**config.mk**
```make
export PLATFORM = sky130hd
export DESIGN_NAME = branchUnit
export DESIGN_NICKNAME = d
export VERILOG_FILES = /design/src/predictPkg.sv /design/src/instrPkg.sv /design/src/branchUnit.sv /design/src/predictTable.sv /design/src/branchSolve.sv /design/src/branchDecode.sv
export VERILOG_INCLUDE_DIRS = /design/src
export SDC_FILE = /design/constraint.sdc
export NUM_CORES = 2
export LEC_CHECK = 0
export BUFFER_PORTS_ARGS = -buffer_cell sky130_fd_sc_hd__buf_2
export CAP_MARGIN = 30
export CORE_ASPECT_RATIO = 0.7
export CORE_MARGIN = 3
export CORE_UTILIZATION = 56
export CTS_BUF_LIST = sky130_fd_sc_hd__clkbuf_8
export CTS_CLUSTER_DIAMETER = 120
export DETAILED_ROUTE_END_ITERATION = 6
export PLACE_DENSITY = 0.85
export SYNTH_ARGS = -nofsm -noshare
export SYNTH_HDL_FRONTEND = slang
export SYNTH_SLANG_ARGS = --single-unit
```
**constraint.sdc**
```tcl
create_clock -name clk -period 6.2 [get_ports clk]
set_input_delay 1.24 -clock clk [delete_from_list [all_inputs] [get_ports clk]]
set_output_delay 1.24 -clock clk [all_outputs]
set_load 0.02 [all_outputs]
```
**src/branch_macros.svh**
```systemverilog
// branch unit constants
// condition codes, target kinds, MIPS opcode fields and history table depth
`ifndef BRANCH_MACROS_SVH
`define BRANCH_MACROS_SVH

`define BRANCH_CODE_BEQ 3'b000
`define BRANCH_CODE_BNE 3'b001
`define BRANCH_CODE_BGE 3'b010
`define BRANCH_CODE_BGT 3'b011
`define BRANCH_CODE_BLE 3'b100
`define BRANCH_CODE_BLT 3'b101
`define BRANCH_CODE_J   3'b110
`define BRANCH_CODE_JR  3'b111

`define BIsNone 2'b00  // not a branch
`define BIsImme 2'b01  // direct or conditional
`define BIsCall 2'b10  // jal, jalr
`define BIsRetn 2'b11  // plain jr

`define OP_SPECIAL 6'b000000
`define OP_REGIMM  6'b000001
`define OP_J       6'b000010
`define OP_JAL     6'b000011
`define OP_BEQ     6'b000100
`define OP_BNE     6'b000101
`define OP_BLEZ    6'b000110
`define OP_BGTZ    6'b000111
`define FN_JR      6'b001000
`define FN_JALR    6'b001001
`define RT_BLTZ    5'b00000
`define RT_BGEZ    5'b00001

`define BHT_INDEX_BITS 4  // 16 entries

`endif
```
**src/predictPkg.sv**
```systemverilog
// prediction records
// what fetch predicted, and what execute sends back to train the table
package predictPkg;

    typedef struct packed {
        logic        valid;
        logic        hit;     // tag matched at lookup
        logic [1:0]  count;
        logic [31:0] target;  // predicted next pc
    } pResult;

    typedef struct packed {
        logic        valid;
        logic [1:0]  kind;    // BIs* target kind
        logic        isTaken;
        logic [31:0] target;
        logic [31:0] pc;
        logic [1:0]  count;   // count seen at lookup
        logic        hit;
    } bResult;

endpackage

```
**src/instrPkg.sv**
```systemverilog
// instruction encoding types
// one word seen as I-type or J-type, plus the decoded branch kind
package instrPkg;

    // I-type view with the SPECIAL function field in imm16[5:0]
    typedef struct packed {
        logic [5:0]  opcode;
        logic [4:0]  rs;
        logic [4:0]  rt;
        logic [15:0] imm16;
    } iTypeWord;

    // J-type view
    typedef struct packed {
        logic [5:0]  opcode;
        logic [25:0] index26;
    } jTypeWord;

    typedef union packed {
        iTypeWord iType;
        jTypeWord jType;
    } instrWord;

    typedef struct packed {
        logic       isBranch;
        logic [2:0] branchCode;  // BRANCH_CODE_* value
    } branchType;

endpackage

```
**src/branchUnit.sv**
```systemverilog
// branch resolution unit top
// table lookup feeds decode, decode feeds execute, execute trains the table
module branchUnit
    import instrPkg::*, predictPkg::*;
(
    input  logic        clk,
    input  logic        rst,
    input  logic        instrValid,
    input  logic [31:0] pc,
    input  instrWord    instr,
    input  logic [31:0] opA,  // rs value
    input  logic [31:0] opB,  // rt value
    output logic        resolveValid,
    output logic        predictionFailed,
    output logic [31:0] correctionVector
);

    pResult      lookup;
    bResult      bRes;
    logic        exeValid;
    branchType   exeBranchType;
    logic        exeIsJumpCall;
    logic [31:0] exeOpA;
    logic [31:0] exeOpB;
    logic [31:0] exePc;
    logic [31:0] exeJumpAddr;
    logic [31:0] exeBranchAddr;
    logic [31:0] exePcAdd8;
    pResult      exePred;
    logic        exeJSuccess;
    logic        exePc8Success;

    predictTable table0 (
        .clk        (clk),
        .rst        (rst),
        .pc         (pc),
        .lookup     (lookup),
        .instrValid (instrValid),
        .bRes       (bRes)
    );

    branchDecode decode0 (
        .clk           (clk),
        .rst           (rst),
        .instrValid    (instrValid),
        .pc            (pc),
        .instr         (instr),
        .opA           (opA),
        .opB           (opB),
        .pred          (lookup),
        .exeValid      (exeValid),
        .exeBranchType (exeBranchType),
        .exeIsJumpCall (exeIsJumpCall),
        .exeOpA        (exeOpA),
        .exeOpB        (exeOpB),
        .exePc         (exePc),
        .exeJumpAddr   (exeJumpAddr),
        .exeBranchAddr (exeBranchAddr),
        .exePcAdd8     (exePcAdd8),
        .exePred       (exePred),
        .exeJSuccess   (exeJSuccess),
        .exePc8Success (exePc8Success)
    );

    branchSolve solve0 (
        .clk              (clk),
        .rst              (rst),
        .exeValid         (exeValid),
        .exeBranchType    (exeBranchType),
        .exeIsJumpCall    (exeIsJumpCall),
        .exeOpA           (exeOpA),
        .exeOpB           (exeOpB),
        .exePc            (exePc),
        .exeJumpAddr      (exeJumpAddr),
        .exeBranchAddr    (exeBranchAddr),
        .exePcAdd8        (exePcAdd8),
        .exePred          (exePred),
        .exeJSuccess      (exeJSuccess),
        .exePc8Success    (exePc8Success),
        .bRes             (bRes),
        .resolveValid     (resolveValid),
        .predictionFailed (predictionFailed),
        .correctionVector (correctionVector)
    );

endmodule

```
**src/predictTable.sv**
```systemverilog
// branch history table
// direct-mapped, 2-bit counters, combinational lookup and training at execute end
`include "branch_macros.svh"

module predictTable
    import predictPkg::*;
(
    input  logic        clk,
    input  logic        rst,
    input  logic [31:0] pc,
    output pResult      lookup,
    input  logic        instrValid,
    input  bResult      bRes
);

    localparam int Entries = 1 << `BHT_INDEX_BITS;
    localparam int TagLsb  = `BHT_INDEX_BITS + 2;

    logic [Entries-1:0]  entryValid;
    logic [31:TagLsb]    entryTag    [Entries];
    logic [1:0]          entryKind   [Entries];
    logic [31:0]         entryTarget [Entries];
    logic [1:0]          entryCount  [Entries];

    logic [`BHT_INDEX_BITS-1:0] rdIdx;
    logic [`BHT_INDEX_BITS-1:0] wrIdx;
    logic                       rdHit;
    logic                       trainEn;
    logic [1:0]                 nextCount;

    assign rdIdx = pc[TagLsb-1:2];
    assign rdHit = entryValid[rdIdx] && (entryTag[rdIdx] == pc[31:TagLsb]);

    always_comb begin
        lookup.valid = instrValid;
        lookup.hit   = rdHit;
        lookup.count = rdHit ? entryCount[rdIdx] : 2'b00;
        if (rdHit && entryKind[rdIdx] != `BIsNone && entryCount[rdIdx] >= 2'd2) begin
            lookup.target = entryTarget[rdIdx];
        end else begin
            lookup.target = pc + 32'd8;  // fall through
        end
    end

    assign wrIdx   = bRes.pc[TagLsb-1:2];
    assign trainEn = bRes.valid && (bRes.kind != `BIsNone);

    // saturating step on hit, weak start on miss
    always_comb begin
        if (!bRes.hit) begin
            nextCount = bRes.isTaken ? 2'd2 : 2'd1;
        end else if (bRes.isTaken) begin
            nextCount = (bRes.count == 2'd3) ? 2'd3 : bRes.count + 2'd1;
        end else begin
            nextCount = (bRes.count == 2'd0) ? 2'd0 : bRes.count - 2'd1;
        end
    end

    always_ff @(posedge clk) begin
        if (rst) begin
            entryValid <= '0;
        end else if (trainEn) begin
            entryValid[wrIdx] <= 1'b1;
        end
    end

    always_ff @(posedge clk) begin
        if (trainEn) begin
            entryTag[wrIdx]    <= bRes.pc[31:TagLsb];
            entryKind[wrIdx]   <= bRes.kind;
            entryTarget[wrIdx] <= bRes.target;
            entryCount[wrIdx]  <= nextCount;
        end
    end

endmodule

```
**src/branchSolve.sv**
```systemverilog
// branch execute stage
// resolves direction and target, flags a wrong prediction, feeds table training
`include "branch_macros.svh"

module branchSolve
    import instrPkg::*, predictPkg::*;
(
    input  logic        clk,
    input  logic        rst,
    input  logic        exeValid,
    input  branchType   exeBranchType,
    input  logic        exeIsJumpCall,
    input  logic [31:0] exeOpA,
    input  logic [31:0] exeOpB,
    input  logic [31:0] exePc,
    input  logic [31:0] exeJumpAddr,
    input  logic [31:0] exeBranchAddr,
    input  logic [31:0] exePcAdd8,
    input  pResult      exePred,
    input  logic        exeJSuccess,
    input  logic        exePc8Success,
    output bResult      bRes,
    output logic        resolveValid,
    output logic        predictionFailed,
    output logic [31:0] correctionVector
);

    logic        isTaken;
    logic [31:0] target;
    logic [1:0]  kind;
    logic        predSuccess;
    logic        isEqual;
    logic        isZero;
    logic        isNeg;

    assign isEqual = (exeOpA == exeOpB);
    assign isZero  = (exeOpA == 32'd0);
    assign isNeg   = exeOpA[31];

    // direction
    always_comb begin
        isTaken = 1'b0;
        if (exeBranchType.isBranch) begin
            unique case (exeBranchType.branchCode)
                `BRANCH_CODE_BEQ: isTaken = isEqual;
                `BRANCH_CODE_BNE: isTaken = !isEqual;
                `BRANCH_CODE_BGE: isTaken = !isNeg;
                `BRANCH_CODE_BGT: isTaken = !isNeg && !isZero;
                `BRANCH_CODE_BLE: isTaken = isNeg || isZero;
                `BRANCH_CODE_BLT: isTaken = isNeg;
                default:          isTaken = 1'b1;  // j, jr
            endcase
        end
    end

    // true target, kind and prediction check
    always_comb begin
        kind        = `BIsNone;
        target      = exePcAdd8;
        predSuccess = exePc8Success;
        if (exeBranchType.isBranch) begin
            unique case (exeBranchType.branchCode)
                `BRANCH_CODE_J: begin
                    kind        = exeIsJumpCall ? `BIsCall : `BIsImme;
                    target      = exeJumpAddr;
                    predSuccess = exeJSuccess;
                end
                `BRANCH_CODE_JR: begin
                    kind        = exeIsJumpCall ? `BIsCall : `BIsRetn;
                    target      = exeOpA;
                    predSuccess = (exePred.target == exeOpA);
                end
                default: begin
                    kind = `BIsImme;
                    if (isTaken) begin
                        target      = exeBranchAddr;
                        predSuccess = (exePred.target == exeBranchAddr);
                    end
                end
            endcase
        end
    end

    assign bRes.valid   = exeValid;
    assign bRes.kind    = kind;
    assign bRes.isTaken = isTaken;
    assign bRes.target  = target;
    assign bRes.pc      = exePc;
    assign bRes.count   = exePred.count;
    assign bRes.hit     = exePred.hit;

    always_ff @(posedge clk) begin
        if (rst) begin
            resolveValid     <= 1'b0;
            predictionFailed <= 1'b0;
        end else begin
            resolveValid     <= exeValid;
            predictionFailed <= exeValid && exePred.valid && !predSuccess;
        end
    end

    always_ff @(posedge clk) begin
        correctionVector <= target;  // always the resolved next pc
    end

endmodule

```
**src/branchDecode.sv**
```systemverilog
// branch decode stage
// classifies the word, forms candidate targets and registers them for execute
`include "branch_macros.svh"

module branchDecode
    import instrPkg::*, predictPkg::*;
(
    input  logic        clk,
    input  logic        rst,
    input  logic        instrValid,
    input  logic [31:0] pc,
    input  instrWord    instr,
    input  logic [31:0] opA,
    input  logic [31:0] opB,
    input  pResult      pred,
    output logic        exeValid,
    output branchType   exeBranchType,
    output logic        exeIsJumpCall,
    output logic [31:0] exeOpA,
    output logic [31:0] exeOpB,
    output logic [31:0] exePc,
    output logic [31:0] exeJumpAddr,
    output logic [31:0] exeBranchAddr,
    output logic [31:0] exePcAdd8,
    output pResult      exePred,
    output logic        exeJSuccess,
    output logic        exePc8Success
);

    branchType   decType;
    logic        decIsJumpCall;
    logic [5:0]  funct;
    logic [31:0] pcAdd4;
    logic [31:0] jumpAddr;
    logic [31:0] branchAddr;
    logic [31:0] pcAdd8;

    assign funct = instr.iType.imm16[5:0];  // SPECIAL function field

    always_comb begin
        decType = '0;
        decIsJumpCall = 1'b0;
        unique case (instr.iType.opcode)
            `OP_BEQ:  decType = '{isBranch: 1'b1, branchCode: `BRANCH_CODE_BEQ};
            `OP_BNE:  decType = '{isBranch: 1'b1, branchCode: `BRANCH_CODE_BNE};
            `OP_BLEZ: decType = '{isBranch: 1'b1, branchCode: `BRANCH_CODE_BLE};
            `OP_BGTZ: decType = '{isBranch: 1'b1, branchCode: `BRANCH_CODE_BGT};
            `OP_REGIMM: begin
                if (instr.iType.rt == `RT_BLTZ) begin
                    decType = '{isBranch: 1'b1, branchCode: `BRANCH_CODE_BLT};
                end else if (instr.iType.rt == `RT_BGEZ) begin
                    decType = '{isBranch: 1'b1, branchCode: `BRANCH_CODE_BGE};
                end
            end
            `OP_SPECIAL: begin
                if (funct == `FN_JR || funct == `FN_JALR) begin
                    decType = '{isBranch: 1'b1, branchCode: `BRANCH_CODE_JR};
                    decIsJumpCall = (funct == `FN_JALR);
                end
            end
            `OP_J, `OP_JAL: begin
                decType = '{isBranch: 1'b1, branchCode: `BRANCH_CODE_J};
                decIsJumpCall = (instr.jType.opcode == `OP_JAL);
            end
            default: decType = '0;  // ordinary instruction
        endcase
    end

    assign pcAdd4     = pc + 32'd4;
    assign pcAdd8     = pc + 32'd8;
    assign jumpAddr   = {pcAdd4[31:28], instr.jType.index26, 2'b00};
    assign branchAddr = pcAdd4 + {{14{instr.iType.imm16[15]}}, instr.iType.imm16, 2'b00};

    always_ff @(posedge clk) begin
        if (rst) begin
            exeValid <= 1'b0;
        end else begin
            exeValid <= instrValid;
        end
    end

    // operands, addresses and prediction for execute
    always_ff @(posedge clk) begin
        exeBranchType <= decType;
        exeIsJumpCall <= decIsJumpCall;
        exeOpA        <= opA;
        exeOpB        <= opB;
        exePc         <= pc;
        exeJumpAddr   <= jumpAddr;
        exeBranchAddr <= branchAddr;
        exePcAdd8     <= pcAdd8;
        exePred       <= pred;
        exeJSuccess   <= (pred.target == jumpAddr);  // cheap checks done early
        exePc8Success <= (pred.target == pcAdd8);
    end

endmodule

```
# After elaboration in Yosys (flattened, before gate mapping)
# Memories as Yosys holds them, arrays and structs flattened.
# Cells that the tools add are included.
# totals
ff_bits	284
ram_bits	992
elab_cells	110
memories	4
# mem_list
name	depth	word_bits	read_ports	rd_ports_with_merged_regs	wr	line_no	source
table0.entryTarget	16	32	1	0	1	predictTable.sv:22	logic [31:0] entryTarget [Entries];
table0.entryTag	16	26	1	0	1	predictTable.sv:20	logic [31:TagLsb] entryTag [Entries];
table0.entryCount	16	2	1	0	1	predictTable.sv:23	logic [1:0] entryCount [Entries];
table0.entryKind	16	2	1	0	1	predictTable.sv:21	logic [1:0] entryKind [Entries];
# classes
add_sub_neg	5
n_lt_le_gt_ge	4
n_eq_ne	24
muxes	30
n_bitwise	1
n_reduce_logical	22
# ops
operator	n
$eq A32 B32 Y1	5
$mux W32	3
$pmux W32 S2	1
$add A32 B3 Y32 const B	1
$add A32 B32 Y32	1
$add A32 B4 Y32 const B	1
$logic_not A32 Y1	1
$pmux W4 S7	1
$eq A26 B26 Y1	1
$eq A6 B3 Y1 const B	4
$or A16 B16 Y16	1
$mux W2	7
$eq A3 B3 Y1 const B	4
$eq A6 B2 Y1 const B	2
$eq A6 B4 Y1 const B	2
$mux W4	3
$lt A4 B5 Y1 const B	2
$mux W1	9
$logic_and A1 B1 Y1	8
$eq A3 B2 Y1 const B	2
$eq A6 B1 Y1 const B	1
$logic_not A6 Y1	1
$pmux W1 S6	1
$eq A5 B1 Y1 const B	1
17 further kinds	23

# Depth between registers and ports, before layout
# logic_depth
word_depth	10
mapped_depth	25

# Hierarchy
# From an unflattened synthesis, not the netlist that was laid out.
# hier_totals
cells_unflattened	3053
area_unflattened_um2	52172.5
# by_module_without_submodules
module	n_inst	cells_each	area_per_inst_um2	seq_area_each_um2
predictTable	1	1813	39693.1	30108.9
branchDecode	1	785	8593.2	4584.4
branchSolve	1	455	3886.2	680.7

# Least setup slack after synthesis
# No wires, ideal clock.
# synth_path
kind	in2reg
from	input port pc[4]
to	register decode0.exeBranchAddr[30]
setup_time_ns	0.072
arrival_time_ns	5.984
path_slack_ns	0.144
stages	24
cell_sequence	buf_2 -> buf_2 -> buf_2 -> buf_2 -> buf_2 -> buf_1 -> nand2_1 -> nor2_1 -> nand3_1 -> nor2_1 -> nand3_1 -> xnor2_1 -> ha_1 -> a21o_1 -> a21oi_1 -> o21ai_0 -> a2111oi_0 -> a2111oi_0 -> o21ai_0 -> a21bo_2 -> nand3_1 -> a31o_2 -> a21boi_0 -> xnor2_1
# synth_between
elab_chain_len	2
# synth_rtl
element	line_no	source
start: declaration	branchUnit.sv:9	input logic [31:0] pc,
$add A32 B3 Y32	branchDecode.sv:69	assign pcAdd4 = pc + 32'd4;
$add A32 B32 Y32	branchDecode.sv:72	assign branchAddr = pcAdd4 + {{14{instr.iType.imm16[15]}}, instr.iType.imm16, 2'b00};
named net decode0.branchAddr[30]	branchDecode.sv:35	logic [31:0] branchAddr;
end signal: assignment	branchDecode.sv:90	exeBranchAddr <= branchAddr;
end: declaration	branchDecode.sv:23	output logic [31:0] exeBranchAddr,
# The timed path passes the listed nets, and every way through them passes these cells.
# A chain may end at the register's enable or synchronous reset.

==> flow_metrics.tcl <==
set metrics [dict create \
    run_status "complete, no violations" \
    final.period_utilization_pct 82.4 \
    cts_resized 0 \
    startpoint "pc[4]" \
    crit_path_max_incr_delay_ps 520 \
    grt_pass1_vias 28617 \
    critical_path_buf_inv_count 4 \
    final_util_pct 63.8 \
    worst-path-stages 15 \
    drive_gt1_share_pct 25.9 \
    seq_area_frac_synth_pct 70.2 \
    grt_max_degree 115 \
    hp-class "in -> reg" \
    timing.hold.ws_ps 458 \
    post-cts-setup-buffers 0 \
    clkPwrFrac_pct 37.2 \
    via_count 29417 \
    syn_nets 3039 \
    die_h_um 257 \
    synth_top_area_share_pct 59.1 \
    slowest_stage "o41ai_1" \
    num_io_pins 165 \
    clock_latency_ps 890 \
    ys_ff_latch 1271 \
    setup_violations 0 \
    crit_top_cell "buf_12" \
    grt-ovfl-total 0 \
    critPathCaptureType "flop" \
    ys_warn_count 0 \
    arrival_ps 5930 \
    fin_crit_ps 5110 \
    crit_type "in -> reg" \
    die_w_um 364 \
    async_flop_share_pct 0 \
    p_int_mw 13.0 \
    crit_required_ps 7020 \
    crit_fanout 95 \
    power_frac_comb_pct 7.5 \
    ir_worst_vdd_v 0.000171 \
    hpwlAfterDp_mm 92.4 \
    synth_cell_types 86 \
    drtAntennaViolNets 0 \
    globalplace.congestion 1.04 \
    worstReg2RegEnd "table0.entryCount[7][0]" \
    final_nets 3363 \
    grt_pass1_wl_mm 203 \
    h-tree-depth 4 \
    firstDrtPassIters 5 \
    clkSlewWorstSetupHoldPaths_ps 70 \
    grt_usage_pct 30.3 \
    reg2regPathDepth 12 \
    synthFlopType "edfxtp_1" \
    tightest_slew_ps 1100 \
    start_kind "input port" \
    maxCapViolations 0 \
    initial_core_util_pct 56.9 \
    synth_edf_count 992 \
    relSlewSlack_pct 26.8 \
    yosys.cell_count.top_type "edfxtp_1" \
    finalHoldViolations 0 \
    cts_tree "yes" \
    numPortBuffers 164 \
    drc 0 \
    synth_commonest_cells "992 x edfxtp_1, 279 x dfxtp_1, 242 x mux4_2, 163 x nor2_1, 138 x xnor2_1" \
    p_sw_share_pct 24.0 \
    r2r-start "decode0.exeOpA[1]" \
    ctsHoldBuffers 0 \
    rsz0062_at_grt "false" \
    power_density_mw_per_mm2 303 \
    timing.critical_path.to "decode0.exeJSuccess" \
    rows 91 \
    ys_top_cells_by_area "edfxtp_1 59%, dfxtp_1 11%, mux4_2 11%" \
    pwr-share-seq_pct 55.3 \
    area_growth_pct 12.2 \
    synth.avg_cell_area_um2 17.5 \
    die-area_mm2 0.0936 \
    cts-root-buf "clkbuf_8" \
    post-place-cells 4177 \
    cp_top_family "simple AND/OR/NAND/NOR gates" \
    coreArea_mm2 0.0886 \
    first_iter_violations 4953 \
    cts_buffers 177 \
    setup_tns_ps 0 \
    r2r_setup_slack_ps 1870 \
    wl_per_cell_um 31.3 \
    p_leak_nw 19.3 \
    net-switching-power_mw 4.11 \
    synthCells 2876 \
    cts_sinks 1271 \
    drv_slew 0 \
    cts_buffer_depth 3 \
    syn_area_mm2 0.0504 \
    antenna_found_initial 3 \
    path_cells "buf_6, buf_12, buf_4, mux4_2, mux2i_1, o22ai_1, o41ai_1, nor3b_1, and4_2, buf_12, mux2_2, xor2_1, nor4_1, and4_1, and3_1" \
    vias_per_cell 6.51 \
    yosysTopAreaCell "edfxtp_1" \
    fin_cells 4519 \
    skew_ps 50.8 \
    drt-total-wl_mm 141 \
    clock.fmax_mhz 196 \
]
[power groups by stage]
stage          combinational (mW)  clock (mW)  sequential, mW
2_1_floorplan               0.787           0            9.60
3_3_place_gp                 1.21           0            9.64
3_5_place_dp                 1.23           0            9.65
4_1_cts                      1.24        6.44            9.46
5_1_grt                      1.34        6.81            9.47
6_report                     1.28        6.38            9.47
[placed cells by master (no fill, tap or decap), types with 31 or more instances in the layout]
cell type  instances
edfxtp_1         992
nor3_1            32
nor2_1           151
ha_1              31
clkbuf_8         204
buf_2            160
mux2_2            78
dfxtp_1          279
nand2_1           71
nand3_1           32
mux2i_1           92
nor4_1            40
o21ai_0           31
clkinv_1          32
mux4_2           242
buf_4             95
xnor2_1          138
nand4_1           41
inv_1            100
xor2_1           103
a21oi_1           71
o22ai_1           47
[cell families (layout without fill, tap and decap cells)]
group / after synthesis / count (layout) / synth area share (%)
other: 0 / 3 / 0
AOI/OAI and AO/OA: 284 / 284 / 3.82
xor gates and xnor gates: 241 / 241 / 4.19
muxes: 415 / 415 / 14.5
buffers and inverters: 175 / 653 / 1.97
and+or+nand+nor: 457 / 457 / 4.44
adders and majority gates: 33 / 33 / 0.830
DFF: 1271 / 1271 / 70.2
[per-layer routing]
| metal | global-route usage, % | vias to the layer above | wire, um |
|---|---|---|---|
| met2 | 41.8 | 2407 | 60600 |
| met4 | 9.19 | 0 | 3890 |
| li1 | - | 12036 | - |
| met3 | 10.2 | 255 | 21100 |
| met5 | 0 | - | 0 |
| met1 | 45.9 | 14719 | 55900 |
[state kept, by name, indices dropped and copies added (netlist names), 4 cells and up]
register and count:
table0.entryTarget 512, table0.entryTag 416, decode0.exePred 36, decode0.exeOpA 32, decode0.exeOpB 32, decode0.exePc 32, solve0.correctionVector 32, table0.entryCount 32
table0.entryKind 32, decode0.exeBranchAddr 30, decode0.exeJumpAddr 30, decode0.exePcAdd8 29, table0.entryValid 16, decode0.exeBranchType 4
[cell type report]
| class | count | area (um^2) |
|---|---|---|
| Fill cell | 5941 | 32100 |
| Antenna cell | 3 | 7.51 |
| Clock inverter | 129 | 687 |
| Inverter | 47 | 176 |
| Multi-Input combinational cell | 1430 | 14100 |
| Sequential cell | 1271 | 35400 |
| Clock buffer | 204 | 2810 |
| Timing Repair Buffer | 273 | 1870 |
| Tap cell | 1162 | 1450 |
[how the worst min path moves through the flow]
stage                               from  slack (ps)                       to  depth (start not counted)
CTS                              opB[23]         390       decode0.exeOpB[23]                          1
global placement    table0.entryValid[3]         440     table0.entryValid[3]                          2
detailed placement  table0.entryValid[2]         460     table0.entryValid[2]                          2
floorplan            decode0.exePred[35]         400  solve0.predictionFailed                          2
finish                            opA[7]         460        decode0.exeOpA[7]                          1
global route                     opA[18]         440       decode0.exeOpA[18]                          1
[stage by stage]
stage	setup WS, ps	total power, mW	cell area, um^2
global route	745	17.6	56500
detailed placement	447	10.9	52900
finish	1090	17.1	56500
CTS	1380	17.1	56400
global placement	479	10.9	52800
floorplan	144	10.4	50400
Note: power is estimated with default switching activity, not from simulation.
